==> src/amba_pkg.sv <==
package amba_pkg;

    typedef logic [31:0] axi_addr_t;
    typedef logic [31:0] axi_data_t;
    typedef logic [3:0]  axi_strb_t;
    typedef logic [3:0]  axi_id_t;
    typedef logic [7:0]  axi_len_t;
    typedef logic [2:0]  axi_size_t;
    typedef logic [1:0]  axi_resp_t;

    typedef enum logic [1:0] {
        AXI_BURST_FIXED = 2'b00,
        AXI_BURST_INCR  = 2'b01,
        AXI_BURST_WRAP  = 2'b10
    } axi_burst_t;

    localparam axi_resp_t AXI_RESP_OKAY   = 2'b00;
    localparam axi_resp_t AXI_RESP_SLVERR = 2'b10;

    // Address channel, same layout for AR and AW
    typedef struct packed {
        logic       valid;
        axi_id_t    id;
        axi_addr_t  addr;
        axi_len_t   len;
        axi_size_t  size;
        axi_burst_t burst;
    } axi_ax_t;

    typedef struct packed {
        logic      valid;
        axi_data_t data;
        axi_strb_t strb;
        logic      last;
    } axi_w_t;

    // Everything the master drives into the slave
    typedef struct packed {
        axi_ax_t ar;
        axi_ax_t aw;
        axi_w_t  w;
        logic    r_ready;
        logic    b_ready;
    } axi_slv_in_t;

    typedef struct packed {
        logic      ar_ready;
        logic      aw_ready;
        logic      w_ready;
        logic      r_valid;
        axi_id_t   r_id;
        axi_data_t r_data;
        axi_resp_t r_resp;
        logic      r_last;
        logic      b_valid;
        axi_id_t   b_id;
        axi_resp_t b_resp;
    } axi_slv_out_t;

endpackage

==> src/sysbus_pkg.sv <==
package sysbus_pkg;

    localparam int SYS_ADDR_BITS = 32;
    localparam int SRAM_WORDS    = 256;
    localparam int SRAM_BYTES    = SRAM_WORDS * 4;
    localparam int SRAM_IDX_BITS = $clog2(SRAM_WORDS);

    typedef logic [SYS_ADDR_BITS-1:0] sys_addr_t;
    typedef logic [31:0]              sys_data_t;
    typedef logic [3:0]               sys_strb_t;
    // Bytes per beat: 1, 2 or 4
    typedef logic [2:0]               sys_bytes_t;
    typedef logic [SRAM_IDX_BITS-1:0] sram_idx_t;

    typedef struct packed {
        logic       valid;
        logic       write;
        sys_addr_t  addr;
        sys_bytes_t size_bytes;
        sys_data_t  wdata;
        sys_strb_t  wstrb;
        logic       last;
    } sys_req_t;

    typedef struct packed {
        logic      valid;
        sys_data_t rdata;
        logic      err;
    } sys_resp_t;

    typedef struct packed {
        logic [31:0] addr_start;
        logic [31:0] addr_end;
    } mapinfo_t;

endpackage
==> src/axi_slv.sv <==
`timescale 1ns/1ps

module axi_slv (
    input  logic                   i_clk,
    input  logic                   i_nrst,
    input  sysbus_pkg::mapinfo_t   i_mapinfo,
    input  amba_pkg::axi_slv_in_t  i_axi,
    output amba_pkg::axi_slv_out_t o_axi,
    output sysbus_pkg::sys_req_t   o_req,
    input  logic                   i_req_ready,
    input  sysbus_pkg::sys_resp_t  i_resp
);

    import amba_pkg::*;
    import sysbus_pkg::*;

    typedef enum logic [2:0] {
        R_IDLE, R_ADDR, R_DATA, R_LAST, R_BUF, R_WAIT_WRITE
    } rstate_t;

    typedef enum logic [2:0] {
        W_IDLE, W_REQ, W_PIPE, W_BUF, W_RESP, W_WAIT_READ, W_B
    } wstate_t;

    typedef struct packed {
        rstate_t    rstate;
        wstate_t    wstate;
        logic       ar_ready;
        logic       aw_ready;
        logic       w_ready;
        sys_req_t   req;
        // Read burst context, ar_addr is the address of the current beat
        axi_id_t    ar_id;
        axi_burst_t ar_burst;
        axi_len_t   ar_len;
        axi_len_t   ar_rem;
        sys_bytes_t ar_bytes;
        sys_addr_t  ar_addr;
        logic       ar_err;
        logic       r_valid;
        logic       r_last;
        logic       r_err;
        axi_data_t  r_data;
        logic       rb_last;
        logic       rb_err;
        axi_data_t  rb_data;
        // Write burst context, aw_addr is the address of the next beat to load
        axi_id_t    aw_id;
        axi_burst_t aw_burst;
        axi_len_t   aw_len;
        axi_len_t   aw_rem;
        sys_bytes_t aw_bytes;
        sys_addr_t  aw_addr;
        logic [1:0] w_pend;
        logic       b_valid;
        logic       b_err;
        axi_data_t  wb_data;
        axi_strb_t  wb_strb;
    } regs_t;

    regs_t r;
    regs_t rin;

    function automatic sys_addr_t next_addr(sys_addr_t addr, axi_burst_t burst,
                                            sys_bytes_t bytes, axi_len_t len);
        sys_addr_t inc;
        sys_addr_t mask;
        inc = addr + sys_addr_t'(bytes);
        // Wrap block is beat bytes times beat count
        mask = (sys_addr_t'(len) + 1) * sys_addr_t'(bytes) - 1;
        case (burst)
            AXI_BURST_FIXED: return addr;
            AXI_BURST_WRAP:  return (addr & ~mask) | (inc & mask);
            default:         return inc;
        endcase
    endfunction

    function automatic sys_req_t make_req(logic write, sys_addr_t addr, sys_bytes_t bytes,
                                          sys_data_t data, sys_strb_t strb, logic last);
        sys_req_t q;
        q.valid = 1'b1;
        q.write = write;
        q.addr = addr;
        q.size_bytes = bytes;
        q.wdata = data;
        q.wstrb = strb;
        q.last = last;
        return q;
    endfunction

    always_comb begin
        regs_t v;
        logic read_busy;
        logic w_hs;
        logic w_resp;

        v = r;
        read_busy = (r.rstate != R_IDLE) && (r.rstate != R_WAIT_WRITE);
        w_hs = r.w_ready & i_axi.w.valid;
        // Responses seen while the write owns the port belong to the write
        w_resp = i_resp.valid && (r.wstate inside {W_REQ, W_PIPE, W_BUF, W_RESP});

        if (r.req.valid && i_req_ready) begin
            v.req.valid = 1'b0;
        end
        if (r.r_valid && i_axi.r_ready) begin
            v.r_valid = 1'b0;
            v.r_last = 1'b0;
        end
        if (r.b_valid && i_axi.b_ready) begin
            v.b_valid = 1'b0;
        end
        v.w_pend = r.w_pend + 2'(r.req.valid & i_req_ready & r.req.write) - 2'(w_resp);
        if (w_resp) begin
            v.b_err = r.b_err | i_resp.err;
        end

        // Read channel
        case (r.rstate)
            R_IDLE: begin
                if (r.ar_ready && i_axi.ar.valid) begin
                    v.ar_ready = 1'b0;
                    v.ar_id = i_axi.ar.id;
                    v.ar_burst = i_axi.ar.burst;
                    v.ar_len = i_axi.ar.len;
                    v.ar_rem = i_axi.ar.len;
                    v.ar_bytes = sys_bytes_t'(1 << i_axi.ar.size);
                    v.ar_addr = sys_addr_t'(i_axi.ar.addr - i_mapinfo.addr_start);
                    v.ar_err = 1'b0;
                    // Write has priority on a tie
                    if (r.wstate != W_IDLE || (i_axi.aw.valid && r.aw_ready)) begin
                        v.rstate = R_WAIT_WRITE;
                    end else begin
                        v.req = make_req(1'b0, v.ar_addr, v.ar_bytes, '0, '0, v.ar_rem == '0);
                        v.rstate = R_ADDR;
                    end
                end
            end
            R_WAIT_WRITE: begin
                if (r.wstate == W_IDLE && !(i_axi.aw.valid && r.aw_ready)) begin
                    v.req = make_req(1'b0, r.ar_addr, r.ar_bytes, '0, '0, r.ar_rem == '0);
                    v.rstate = R_ADDR;
                end
            end
            R_ADDR: begin
                if (i_req_ready) begin
                    v.rstate = R_DATA;
                end
            end
            R_DATA: begin
                if (i_resp.valid) begin
                    v.ar_err = r.ar_err | i_resp.err;
                    if (r.r_valid && !i_axi.r_ready) begin
                        // Previous beat still held, park this one
                        v.rb_data = i_resp.rdata;
                        v.rb_err = v.ar_err;
                        v.rb_last = (r.ar_rem == '0);
                        v.rstate = R_BUF;
                    end else begin
                        v.r_valid = 1'b1;
                        v.r_data = i_resp.rdata;
                        v.r_err = v.ar_err;
                        v.r_last = (r.ar_rem == '0);
                        if (r.ar_rem == '0) begin
                            v.rstate = R_LAST;
                        end else begin
                            v.ar_addr = next_addr(r.ar_addr, r.ar_burst, r.ar_bytes, r.ar_len);
                            v.ar_rem = r.ar_rem - 1'b1;
                            v.req = make_req(1'b0, v.ar_addr, r.ar_bytes, '0, '0,
                                             v.ar_rem == '0);
                            v.rstate = R_ADDR;
                        end
                    end
                end
            end
            R_BUF: begin
                if (i_axi.r_ready) begin
                    v.r_valid = 1'b1;
                    v.r_data = r.rb_data;
                    v.r_err = r.rb_err;
                    v.r_last = r.rb_last;
                    if (r.rb_last) begin
                        v.rstate = R_LAST;
                    end else begin
                        v.ar_addr = next_addr(r.ar_addr, r.ar_burst, r.ar_bytes, r.ar_len);
                        v.ar_rem = r.ar_rem - 1'b1;
                        v.req = make_req(1'b0, v.ar_addr, r.ar_bytes, '0, '0, v.ar_rem == '0);
                        v.rstate = R_ADDR;
                    end
                end
            end
            R_LAST: begin
                if (r.r_valid && i_axi.r_ready) begin
                    v.ar_ready = 1'b1;
                    v.rstate = R_IDLE;
                end
            end
            default: v.rstate = R_IDLE;
        endcase

        // Write channel
        case (r.wstate)
            W_IDLE: begin
                if (r.aw_ready && i_axi.aw.valid) begin
                    v.aw_ready = 1'b0;
                    v.aw_id = i_axi.aw.id;
                    v.aw_burst = i_axi.aw.burst;
                    v.aw_len = i_axi.aw.len;
                    v.aw_rem = i_axi.aw.len;
                    v.aw_bytes = sys_bytes_t'(1 << i_axi.aw.size);
                    v.aw_addr = sys_addr_t'(i_axi.aw.addr - i_mapinfo.addr_start);
                    v.b_err = 1'b0;
                    v.w_pend = '0;
                    if (read_busy) begin
                        v.wstate = W_WAIT_READ;
                    end else begin
                        v.w_ready = 1'b1;
                        v.wstate = W_REQ;
                    end
                end
            end
            W_WAIT_READ: begin
                if (!read_busy) begin
                    v.w_ready = 1'b1;
                    v.wstate = W_REQ;
                end
            end
            W_REQ: begin
                if (w_hs) begin
                    v.req = make_req(1'b1, r.aw_addr, r.aw_bytes, i_axi.w.data, i_axi.w.strb,
                                     r.aw_rem == '0);
                    v.aw_addr = next_addr(r.aw_addr, r.aw_burst, r.aw_bytes, r.aw_len);
                    v.aw_rem = r.aw_rem - 1'b1;
                    v.w_ready = (r.aw_rem != '0);
                    v.wstate = W_PIPE;
                end
            end
            W_PIPE: begin
                if (i_req_ready) begin
                    if (r.req.last) begin
                        v.wstate = W_RESP;
                    end else if (w_hs) begin
                        v.req = make_req(1'b1, r.aw_addr, r.aw_bytes, i_axi.w.data,
                                         i_axi.w.strb, r.aw_rem == '0);
                        v.aw_addr = next_addr(r.aw_addr, r.aw_burst, r.aw_bytes, r.aw_len);
                        v.aw_rem = r.aw_rem - 1'b1;
                        v.w_ready = (r.aw_rem != '0);
                    end else begin
                        v.wstate = W_REQ;
                    end
                end else if (w_hs) begin
                    // Port busy, hold the beat here
                    v.wb_data = i_axi.w.data;
                    v.wb_strb = i_axi.w.strb;
                    v.w_ready = 1'b0;
                    v.wstate = W_BUF;
                end
            end
            W_BUF: begin
                if (i_req_ready) begin
                    v.req = make_req(1'b1, r.aw_addr, r.aw_bytes, r.wb_data, r.wb_strb,
                                     r.aw_rem == '0);
                    v.aw_addr = next_addr(r.aw_addr, r.aw_burst, r.aw_bytes, r.aw_len);
                    v.aw_rem = r.aw_rem - 1'b1;
                    v.w_ready = (r.aw_rem != '0);
                    v.wstate = W_PIPE;
                end
            end
            W_RESP: begin
                if (v.w_pend == '0) begin
                    v.b_valid = 1'b1;
                    v.wstate = W_B;
                end
            end
            W_B: begin
                if (r.b_valid && i_axi.b_ready) begin
                    v.aw_ready = 1'b1;
                    v.wstate = W_IDLE;
                end
            end
            default: v.wstate = W_IDLE;
        endcase

        rin = v;
    end

    always_ff @(posedge i_clk or negedge i_nrst) begin
        if (!i_nrst) begin
            r <= '0;
            r.ar_ready <= 1'b1;
            r.aw_ready <= 1'b1;
        end else begin
            r <= rin;
        end
    end

    assign o_req = r.req;

    always_comb begin
        o_axi.ar_ready = r.ar_ready;
        o_axi.aw_ready = r.aw_ready;
        o_axi.w_ready = r.w_ready;
        o_axi.r_valid = r.r_valid;
        o_axi.r_id = r.ar_id;
        o_axi.r_data = r.r_data;
        o_axi.r_resp = r.r_err ? AXI_RESP_SLVERR : AXI_RESP_OKAY;
        o_axi.r_last = r.r_last;
        o_axi.b_valid = r.b_valid;
        o_axi.b_id = r.aw_id;
        o_axi.b_resp = r.b_err ? AXI_RESP_SLVERR : AXI_RESP_OKAY;
    end

endmodule

==> config.mk <==
export PLATFORM = sky130hd
export DESIGN_NAME = axi_slv
export DESIGN_NICKNAME = d
export VERILOG_FILES = /design/src/amba_pkg.sv /design/src/sysbus_pkg.sv /design/src/axi_slv.sv
export SDC_FILE = /design/constraint.sdc
export NUM_CORES = 1
export LEC_CHECK = 0
export ABC_AREA = 1
export BUFFER_PORTS_ARGS = -buffer_cell sky130_fd_sc_hd__buf_2
export CAP_MARGIN = 20
export CORE_UTILIZATION = 58
export CTS_CLUSTER_SIZE = 10
export DETAILED_ROUTE_END_ITERATION = 12
export HOLD_SLACK_MARGIN = 0.02
export PLACE_DENSITY = 0.83
export SYNTH_ARGS = -nofsm -noshare
export SYNTH_HDL_FRONTEND = slang
export SYNTH_SLANG_ARGS = --single-unit
==> constraint.sdc <==
create_clock -name i_clk -period 4.7 [get_ports i_clk]
set_clock_uncertainty 0.2 [all_clocks]
set_input_delay 0.47 -clock i_clk [delete_from_list [all_inputs] [get_ports i_clk]]
set_output_delay 0.47 -clock i_clk [all_outputs]
set_load 0.005 [all_outputs]
-- After elaboration in Yosys (flattened, before gate mapping)
Index checks and enable logic that the tools add are counted.
- output and inout port bits: 124
- input bits: 241
- logic and storage cells: 233
- flip-flop bits (word level): 307
- mux-type cells: 87
- shifts and indexed selects: 2
- equality and inequality tests: 34
- add/subtract/negate cells: 12
- reduce and logical (&&, ||, !) cells: 45
- multiply operators: 2
- bitwise gates (word level): 14
- operators with widths (kind ; count):
    $mux 74 ; 8
    $pmux 74 s4 ; 1
    $mux 32 ; 8
    $mux 75 ; 3
    $pmux 74 s3 ; 1
    $mux 132 ; 1
    $and 32x32->32 ; 4
    $pmux 32 s2 ; 2
    $pmux 32 s4 ; 1
    $mux 102 ; 1
    $pmux 32 s3 ; 1
    $mux 8 ; 9
    $mux 35 ; 2
    $pmux 35 s2 ; 1
    $add 32x3->32 ; 2
    $not 32->32 ; 2
    $or 32x32->32 ; 2
    $sub 32x32->32 ; 2
    $mux 3 ; 18
    $mux 45 ; 1
    $mux 34 ; 1
    $logic_not 8->1 ; 4
    $pmux 8 s4 ; 1
    $ne 2x2->1 const B ; 15
    41 further kinds ; 105

-- Depth between registers and ports, before layout
Gate-level depths: netlist of the first run.
- word-level depth: 15
- gate-level depth with buffers: 26
- gate-level depth less buffers: 26

-- Worst setup path before layout of the first run
OpenSTA, ideal clock, no wires.
- path type: flip-flop to flip-flop
- from: register r[210] in the netlist's numbering
- to: register r (netlist bit o_req[66])
- setup slack: 0.834 ns
- stages on the path, launching flop included: 25
- period minus slack after synthesis: 3.866 ns
- library setup time: 0.117 ns
- path buffers: 1
- arrival time: 3.550 ns
- data required time: 4.383 ns
- path through: dfrtp_1 -> ha_1 -> nand2_1 -> nor2_2 -> nand3_1 -> xor2_1 -> inv_1 -> nand2_1 -> ha_1 -> fa_1 -> inv_1 -> ha_1 -> a21oi_1 -> nand2_1 -> nand2_1 -> nand3_1 -> nand2_1 -> nand2_1 -> nor2_2 -> buf_4 -> nand2_1 -> nand4_1 -> nand3_1 -> nand2_1 -> nand2_1
- RTL lines (what ; line ; RTL):
    start, declared ; axi_slv.sv:61 ; regs_t r;
    start signal, assigned ; axi_slv.sv:293 ; r <= rin;

==> impl_results.md, run 1 <==
- Synth top area cells: dfrtp_1, nand2_1, inv_1
- Share of layout cells above drive strength 1: a little under an eighth
- Fill count: around 4000
- Crit share post-route: about nine tenths
- Detailed Route WL: a little under 90000 um
- Port buffer count: between 300 and 400
- Crit-path max FO: 6
- Leakage: between 0.015 and 0.02 uW
- Vias in the first global route: about 25000
- Yosys warns: 0
- # nets final: ~4600
- Clk pwr share: between 10 and 15%
- Die Height: 213 um
- Leading cell type by number of instances after synthesis: nand2_1
- Hold crit path type: in2reg
- Post-layout minimum cycle time: approximately 4.3 ns
- Final-report setup violation count: 0
- Max VDD drop: 1.16 mV
- Synth Cell Area: between 0.02 and 0.03 sq mm
- Clk Latency, worst-skew pair: 0.54 ns
- Max_cap viols: 0
- Clk buf depth: 3
- Core area: approximately 0.044 sq mm
- Ys flop type: dfrtp_1
- Global Route Usage Sum: between 30% and 40%
- Sw Share: a little over half
- Pint: between 9000 and 10000 uW
- Starting Density: slightly below 60%
- CTS tree: done
- Synth top cells by count: nand2_1, inv_1, dfrtp_1
- Largest area contributor in the netlist: dfrtp_1
- Cell mode on critical path: nand2_1
- Clock slew at reported path FFs: approximately 0.06 ns
- Placed Instances: roughly 4700
- Final TNS setup: 0 ns
- Fin. Hold Viols: 0
- Number of DRC markers in iteration 0: 3110
- GP Congestion: 1.02
- DP Area: around 0.027 sq mm
- Wire per inst: 18.0 um
- Pre-Repair DR Iteration Count: 6
- Worst endpoint required time: about 4.9 ns
- Post-DR vias/cell: around 5.7
- Power density over the cells: slightly above 700 mW/mm^2
- CTS sink cnt: 307
- Critical Path Slowest Stage Cell: dfrtp_1
- GRT overflow: 0
- Fin area: 0.0290 sq mm
- Average cell area after synthesis: around 6.6 sq um
- Sequential share of the synthesized area: about 30%
- Final std cells w/o fill: just under 5000
- Detailed placement HPWL: around 64000 um
- Crit path kind: reg2reg
- Max Slew Vio Count: 0
- Mapped Cells: around 4000
- Cell variety after synth: 53
- Worst-path cell chain: ha_1 -> nand3_1 -> inv_2 -> nand2_1 -> o21ai_0 -> nand2_1 -> inv_1 -> nand2_1 -> ha_1 -> inv_1 -> fa_1 -> ha_1 -> nand2_1 -> o21ai_0 -> nand2_1 -> nand3_1 -> xor2_1 -> nand2_2 -> nand2_2 -> clkinvlp_4 -> nand2_1 -> nand2_1 -> nand2_1 -> nand2_1
- Outcome: complete, no violations
- NetSw: ~11000 uW
- CP Capture Type: flip-flop
- RSZ-0062 raised after global routing: no
- Combinational power share: 64.7%
- Via count: about 27000
- Die Area: 0.0456 sq mm
- Routed Antenna Nets: 0
- Post-synth EDFFs: 0
- Synth top area share: around 29%
- WP data arrival: between 4 and 5 ns
- Largest net degree at the start of global routing: approximately 110
- I/O pin count: roughly 370
- Critical path launch point type: flip-flop
- Tightest Pin Transition: 0.977 ns
- Area added between synthesis and finish: 11.9%
- Global-route wire length before repair: 134000 um
- Part of the power in registers: 22.6%
- Die Wd: between 200 and 250 um
- Post-route DRC: 0
- Initial antenna violation count: 2
- Row cnt: 77
- Num CTS Buffers: 37
- Fmax: about 0.23 GHz
- CTS root buffer: clkbuf_16
- Register bit total from synthesis: 307
- H-tree depth: 2
- Relative slew slack: approximately a third
- Fraction of registers with async set/reset: 100%
- Crit path largest cell delay: ~0.42 ns
## layout by cell type, fill, tap and decap left out, types with 4 or more instances in the layout
master	n
o21ai_2	5
nand3_1	284
or2_2	6
fa_1	20
xor2_1	55
a21o_1	8
mux2_2	33
nor4_1	7
nor3_1	42
nor2_1	270
inv_2	17
dfrtp_1	305
nor2_2	12
a31oi_1	21
nand2_1	1244
buf_2	328
a21oi_1	220
dlygate4sd3_1	77
clkbuf_16	38
o21a_1	8
nand2_2	4
nor2_4	4
buf_4	35
o21ai_1	10
nand3b_1	7
a22oi_1	47
and2_1	5
diode_2	4
o211ai_1	63
o21ai_0	198
o22ai_1	19
o21bai_1	7
ha_1	120
clkbuf_1	16
nand4_1	83
inv_1	533
xnor2_1	24
## routing by layer
layer | vias to the layer above | global-route usage [%] | part of all wire (%)
li1 | 13100 | - | -
met1 | 12700 | 52.9 | 42
met2 | 1416 | 56.2 | 44
met3 | 208 | 7.78 | 9.8
met4 | 0 | 14.3 | 4.1
met5 | - | 0 | 0
## power groups by stage
stage | combinational [uW] | clock (uW) | sequential (uW)
after floorplan | 10300 | 0 | 4290
after global placement | 12600 | 0 | 4610
after detailed placement | 12900 | 0 | 4640
after CTS | 13000 | 2650 | 4620
after global routing | 15100 | 2760 | 4810
final | 13400 | 2630 | 4690
## stage by stage
| step | setup WS [ns] | util [%] | power, uW | hold WS [ns] |
|---|---|---|---|---|
| global placement | 0.551 | 61.5 | 17200 | 0.252 |
| detailed placement | 0.432 | 61.5 | 17500 | 0.258 |
| floorplan | 0.834 | - | 14600 | -0.0256 |
| global route | 0.00285 | 65.8 | 22700 | 0.0267 |
| CTS | 0.422 | 65.7 | 20300 | 0.0206 |
| finish | 0.379 | 65.8 | 20700 | 0.0235 |
## final timing paths
check                           cells past startpoint      start        end  slack [ns]
worst min register to register                      2   o_axi[5]   o_axi[5]        0.27
max in group asynchronous                           3     i_nrst  o_axi[35]        2.73
worst max-delay path                               24      r[83]  flip-flop        0.38
worst max register to register                     24      r[83]  flip-flop        0.38
worst min-delay path                                3  i_axi[33]      r[30]        0.02
min in group asynchronous                           2     i_nrst     r[109]        0.37
## worst max-delay path: cells and delay by family, from the launching register on
kind	cells	cell delay, ns
flops	1	0.42
compound gates	2	0.35
fa+ha+maj	4	1.33
buf+inv	4	0.45
xor+xnor	1	0.22
simple gates	13	1.24
## logic make-up (layout without fill, tap and decap cells)
group           Yosys count  in the layout  synth area share [%]
buf+inv                 801           1056                  13.7
flops                   307            307                  29.6
compound gates          618            618                  13.6
other cells               1              6                0.0145
xor+xnor                 79             79                  2.67
mux                      33             33                  1.43
fa+ha+maj               140            140                  7.33
simple gates           1975           1975                  31.6
## timing repair
action                                  4_1_cts  5_1_grt
hold buffers                                 77        0
buffers inserted                              0        2
hold endpoints to repair                    225        0
endpoints found under the setup margin        0       14
resized for setup                             0        4
## layout make-up
| cell class | count | area, sq um | share of cell area, % |
|---|---|---|---|
| timing repair buffer | 442 | 2710 | 9.34 |
| timing repair inverter | 1 | 7.51 | 0.0259 |
| antenna | 4 | 10.0 | 0.0345 |
| multi-input combinational | 2847 | 14700 | 50.7 |
| tap | 592 | 741 | 2.55 |
| clock buffer | 54 | 1010 | 3.48 |
| inverter | 554 | 2080 | 7.18 |
| clock inverter | 5 | 51.3 | 0.177 |
| sequential | 307 | 7680 | 26.5 |
No activity file was read; power rests on OpenSTA's default activity.
==> inputs of run 2 (changes only) <==
- CTS_BUF_LIST: unset -> sky130_fd_sc_hd__clkbuf_16
- clock period: 4.7 -> 5 ns (I/O delays scaled with it)
==> run 2 against run 1 <==
  * Sequential cell count unchanged
  * Sequential share of layout area increased by 0.39 points
  * Register-to-register slack improved by 0.09 ns
  * First-iteration DRC count decreased by 3.2%
  * Sequential power decreased by 6.2%
  * Via count decreased by 1.9%
  * Non-clock buffer count decreased by 41
  * Hold slack improved by 0.0089 ns
  * Fmax decreased by 4.6%
  * Utilization decreased by 0.96 points
==> impl_results.md, run 2 (same netlist as run 1, synthesis figures left out) <==
- Outcome: complete, no violations
- FF+latch area: 0.00768 sq mm
- Core area: about 0.044 sq mm
- Global-route wire length before repair: between 100000 and 150000 um
- Met1 WL: 35800 um
- Detailed Route WL: about 84000 um
- Top Metal Used: met5
- Final hold slack: around 0.032 ns
- Clk Latency, worst-skew pair: 0.54 ns
- Relative slew slack: between 30 and 40%
- CTS tree: done
- Final TNS setup: 0 ns
- Die Area: about 0.046 sq mm
- Die Height: ~210 um
- Worst-path cell chain: ha_1 -> nand2_1 -> nor2_2 -> nand3_1 -> xor2_1 -> inv_1 -> nand2_1 -> ha_1 -> fa_1 -> inv_1 -> ha_1 -> a21oi_1 -> nand2_1 -> nand2_1 -> nand3_1 -> nand2_1 -> nand2_1 -> nor2_1 -> nand2_1 -> nand4_1 -> nand2_1 -> nand2_1 -> nand2_1
- Fmax: roughly 0.22 GHz
- Clk pwr share: 12.7%
- Crit path largest cell delay: roughly 0.49 ns
- Wire per inst: about 18 um
- Die Wd: approximately 210 um
- Port buffer count: 329
- FF-to-FF Start: r[210]
- Tightest Pin Transition: 1.03 ns
- Max Slew Vio Count: 0
- Crit-path max FO: 6
- Via count: 27000
- Power density over the cells: between 600 and 700 mW/mm^2
- Sw Share: between 50% and 60%
- Pint: approximately 9200 uW
- CTS root buffer: clkbuf_16
- Routed Antenna Nets: 0
- WP data arrival: roughly 4.8 ns
- Hold Buf Count CTS: 43
- Number of DRC markers in iteration 0: around 3000
- GP Congestion: 1.04
- Post-DR vias/cell: 5.67
- Share of layout cells above drive strength 1: a little under an eighth
- Hold crit path type: in2reg
- Fill count: between 4000 and 5000
- Fin. Hold Viols: 0
- Worst r2r dst: o_req[59]
- Final core utilization: between 60 and 70%
- # nets final: 4530
- Final-report setup violation count: 0
- Clk buf depth: 3
- Critical Path Slowest Stage Cell: fa_1
- Starting Density: 58.8%
- Crit share post-route: slightly above 90%
- Area of the multi-input gates: ~0.015 sq mm
- Max_cap viols: 0
- Hold depth: 2
- Post-layout minimum cycle time: about 4.5 ns
- Commonest non-fill, non-tap cells in the layout: nand2_1, inv_1, buf_2
- Crit path from: r[210]
- Num CTS Buffers: 38
- WHS Endpoint: r[126]
- CTS sink cnt: 307
- Post-route DRC: 0
- Detailed placement HPWL: between 60000 and 70000 um
- Min-delay src: i_resp[30]
- Post-CTS Resized: 0
- Fin area: between 0.02 and 0.03 sq mm
- Leakage: between 0.015 and 0.02 uW
- Final WS setup: approximately 0.47 ns
- Global Route Usage Sum: ~36%
- Critical path launch point type: flip-flop
- Cell mode on critical path: nand2_1
- Worst endpoint required time: approximately 5.2 ns
- Most common cell after layout, fill and taps aside: nand2_1
- Largest net degree at the start of global routing: 98
- Crit path kind: reg2reg
- Reg-to-reg slack, setup: 0.47 ns
- DP Area: between 0.02 and 0.03 sq mm
- Max VDD drop: 1.07 mV
- NetSw: approximately 10000 uW
- RSZ-0062 raised after global routing: no
- Initial antenna violation count: 1
- Wire length on met3: about 7800 um
- Setup Fix Bufs, Post-CTS: 0
- Part of the power in registers: 22.9%
- Reg2reg path depth: 23
- Combinational power share: between 60% and 70%
- CP Capture Type: flip-flop
- Pre-Repair DR Iteration Count: 6
- Row cnt: 77
- Setup WS pre-CTS: 0.523 ns
- Vias in the first global route: approximately 24000
- H-tree depth: 2
- Routed met2 length: approximately 36000 um
- I/O pin count: 365
- GRT overflow: 0
- Clock slew at reported path FFs: 0.06 ns
- Area added between synthesis and finish: 10.3%
-- run 2: cell types whose count changed in the layout (fill, tap and decap cells not counted), sizes merged --
cell,previous run,this run
inv,551,559
clkinvlp,2,0
clkinv,7,5
buf,365,358
diode,4,2
clkbuf,54,39
dlygate4sd3,77,43
-- run 2: critical path, delay by kind of cell, from the launching register on --
kind                       cells  cell delay (ns)
AOI/OAI and AO/OA              1             0.30
xor gates and xnor gates       1             0.15
DFF                            1             0.41
adders and majority gates      4             1.34
and+or+nand+nor               15             1.87
buffers and inverters          2             0.13
-- run 2: power groups by stage --
| stage | logic, uW | clock network [uW] | registers, uW |
|---|---|---|---|
| finish | 12300 | 2430 | 4400 |
| global route | 13900 | 2550 | 4510 |
| CTS | 12100 | 2460 | 4350 |
| detailed placement | 12000 | 0 | 4380 |
| global placement | 11800 | 0 | 4340 |
| floorplan | 9670 | 0 | 4030 |
-- run 2: layout make-up --
| class | instances | area share [%] |
|---|---|---|
| multi-input combinational | 2847 | 51.5 |
| sequential | 307 | 26.9 |
| timing repair buffer | 401 | 8.15 |
| inverter | 554 | 7.27 |
| clock buffer | 39 | 3.41 |
| tap | 592 | 2.59 |
| clock inverter | 10 | 0.223 |
| antenna | 2 | 0.0175 |
-- run 2: worst max-delay path by stage --
| stage | endpoint | slack [ns] |
|---|---|---|
| 5_1_grt | o_req[59] | 0.16 |
| 4_1_cts | o_req[59] | 0.51 |
| 2_1_floorplan | o_req[66] | 1.13 |
| 3_3_place_gp | o_req[59] | 0.56 |
| 6_report | o_req[59] | 0.47 |
| 3_5_place_dp | o_req[59] | 0.52 |
-- run 2: layer usage --
layer	global-route usage [%]	vias to the layer above
li1	-	13000
met1	51.4	12400
met2	53.8	1269
met3	6.49	243
met4	15.1	2
met5	0	-
-- run 2: metrics by stage --
step,total power [uW],std cells
2_1_floorplan,13700,3955
3_3_place_gp,16100,4658
3_5_place_dp,16400,4658
4_1_cts,19000,4750
5_1_grt,20900,4750
6_report,19200,4752
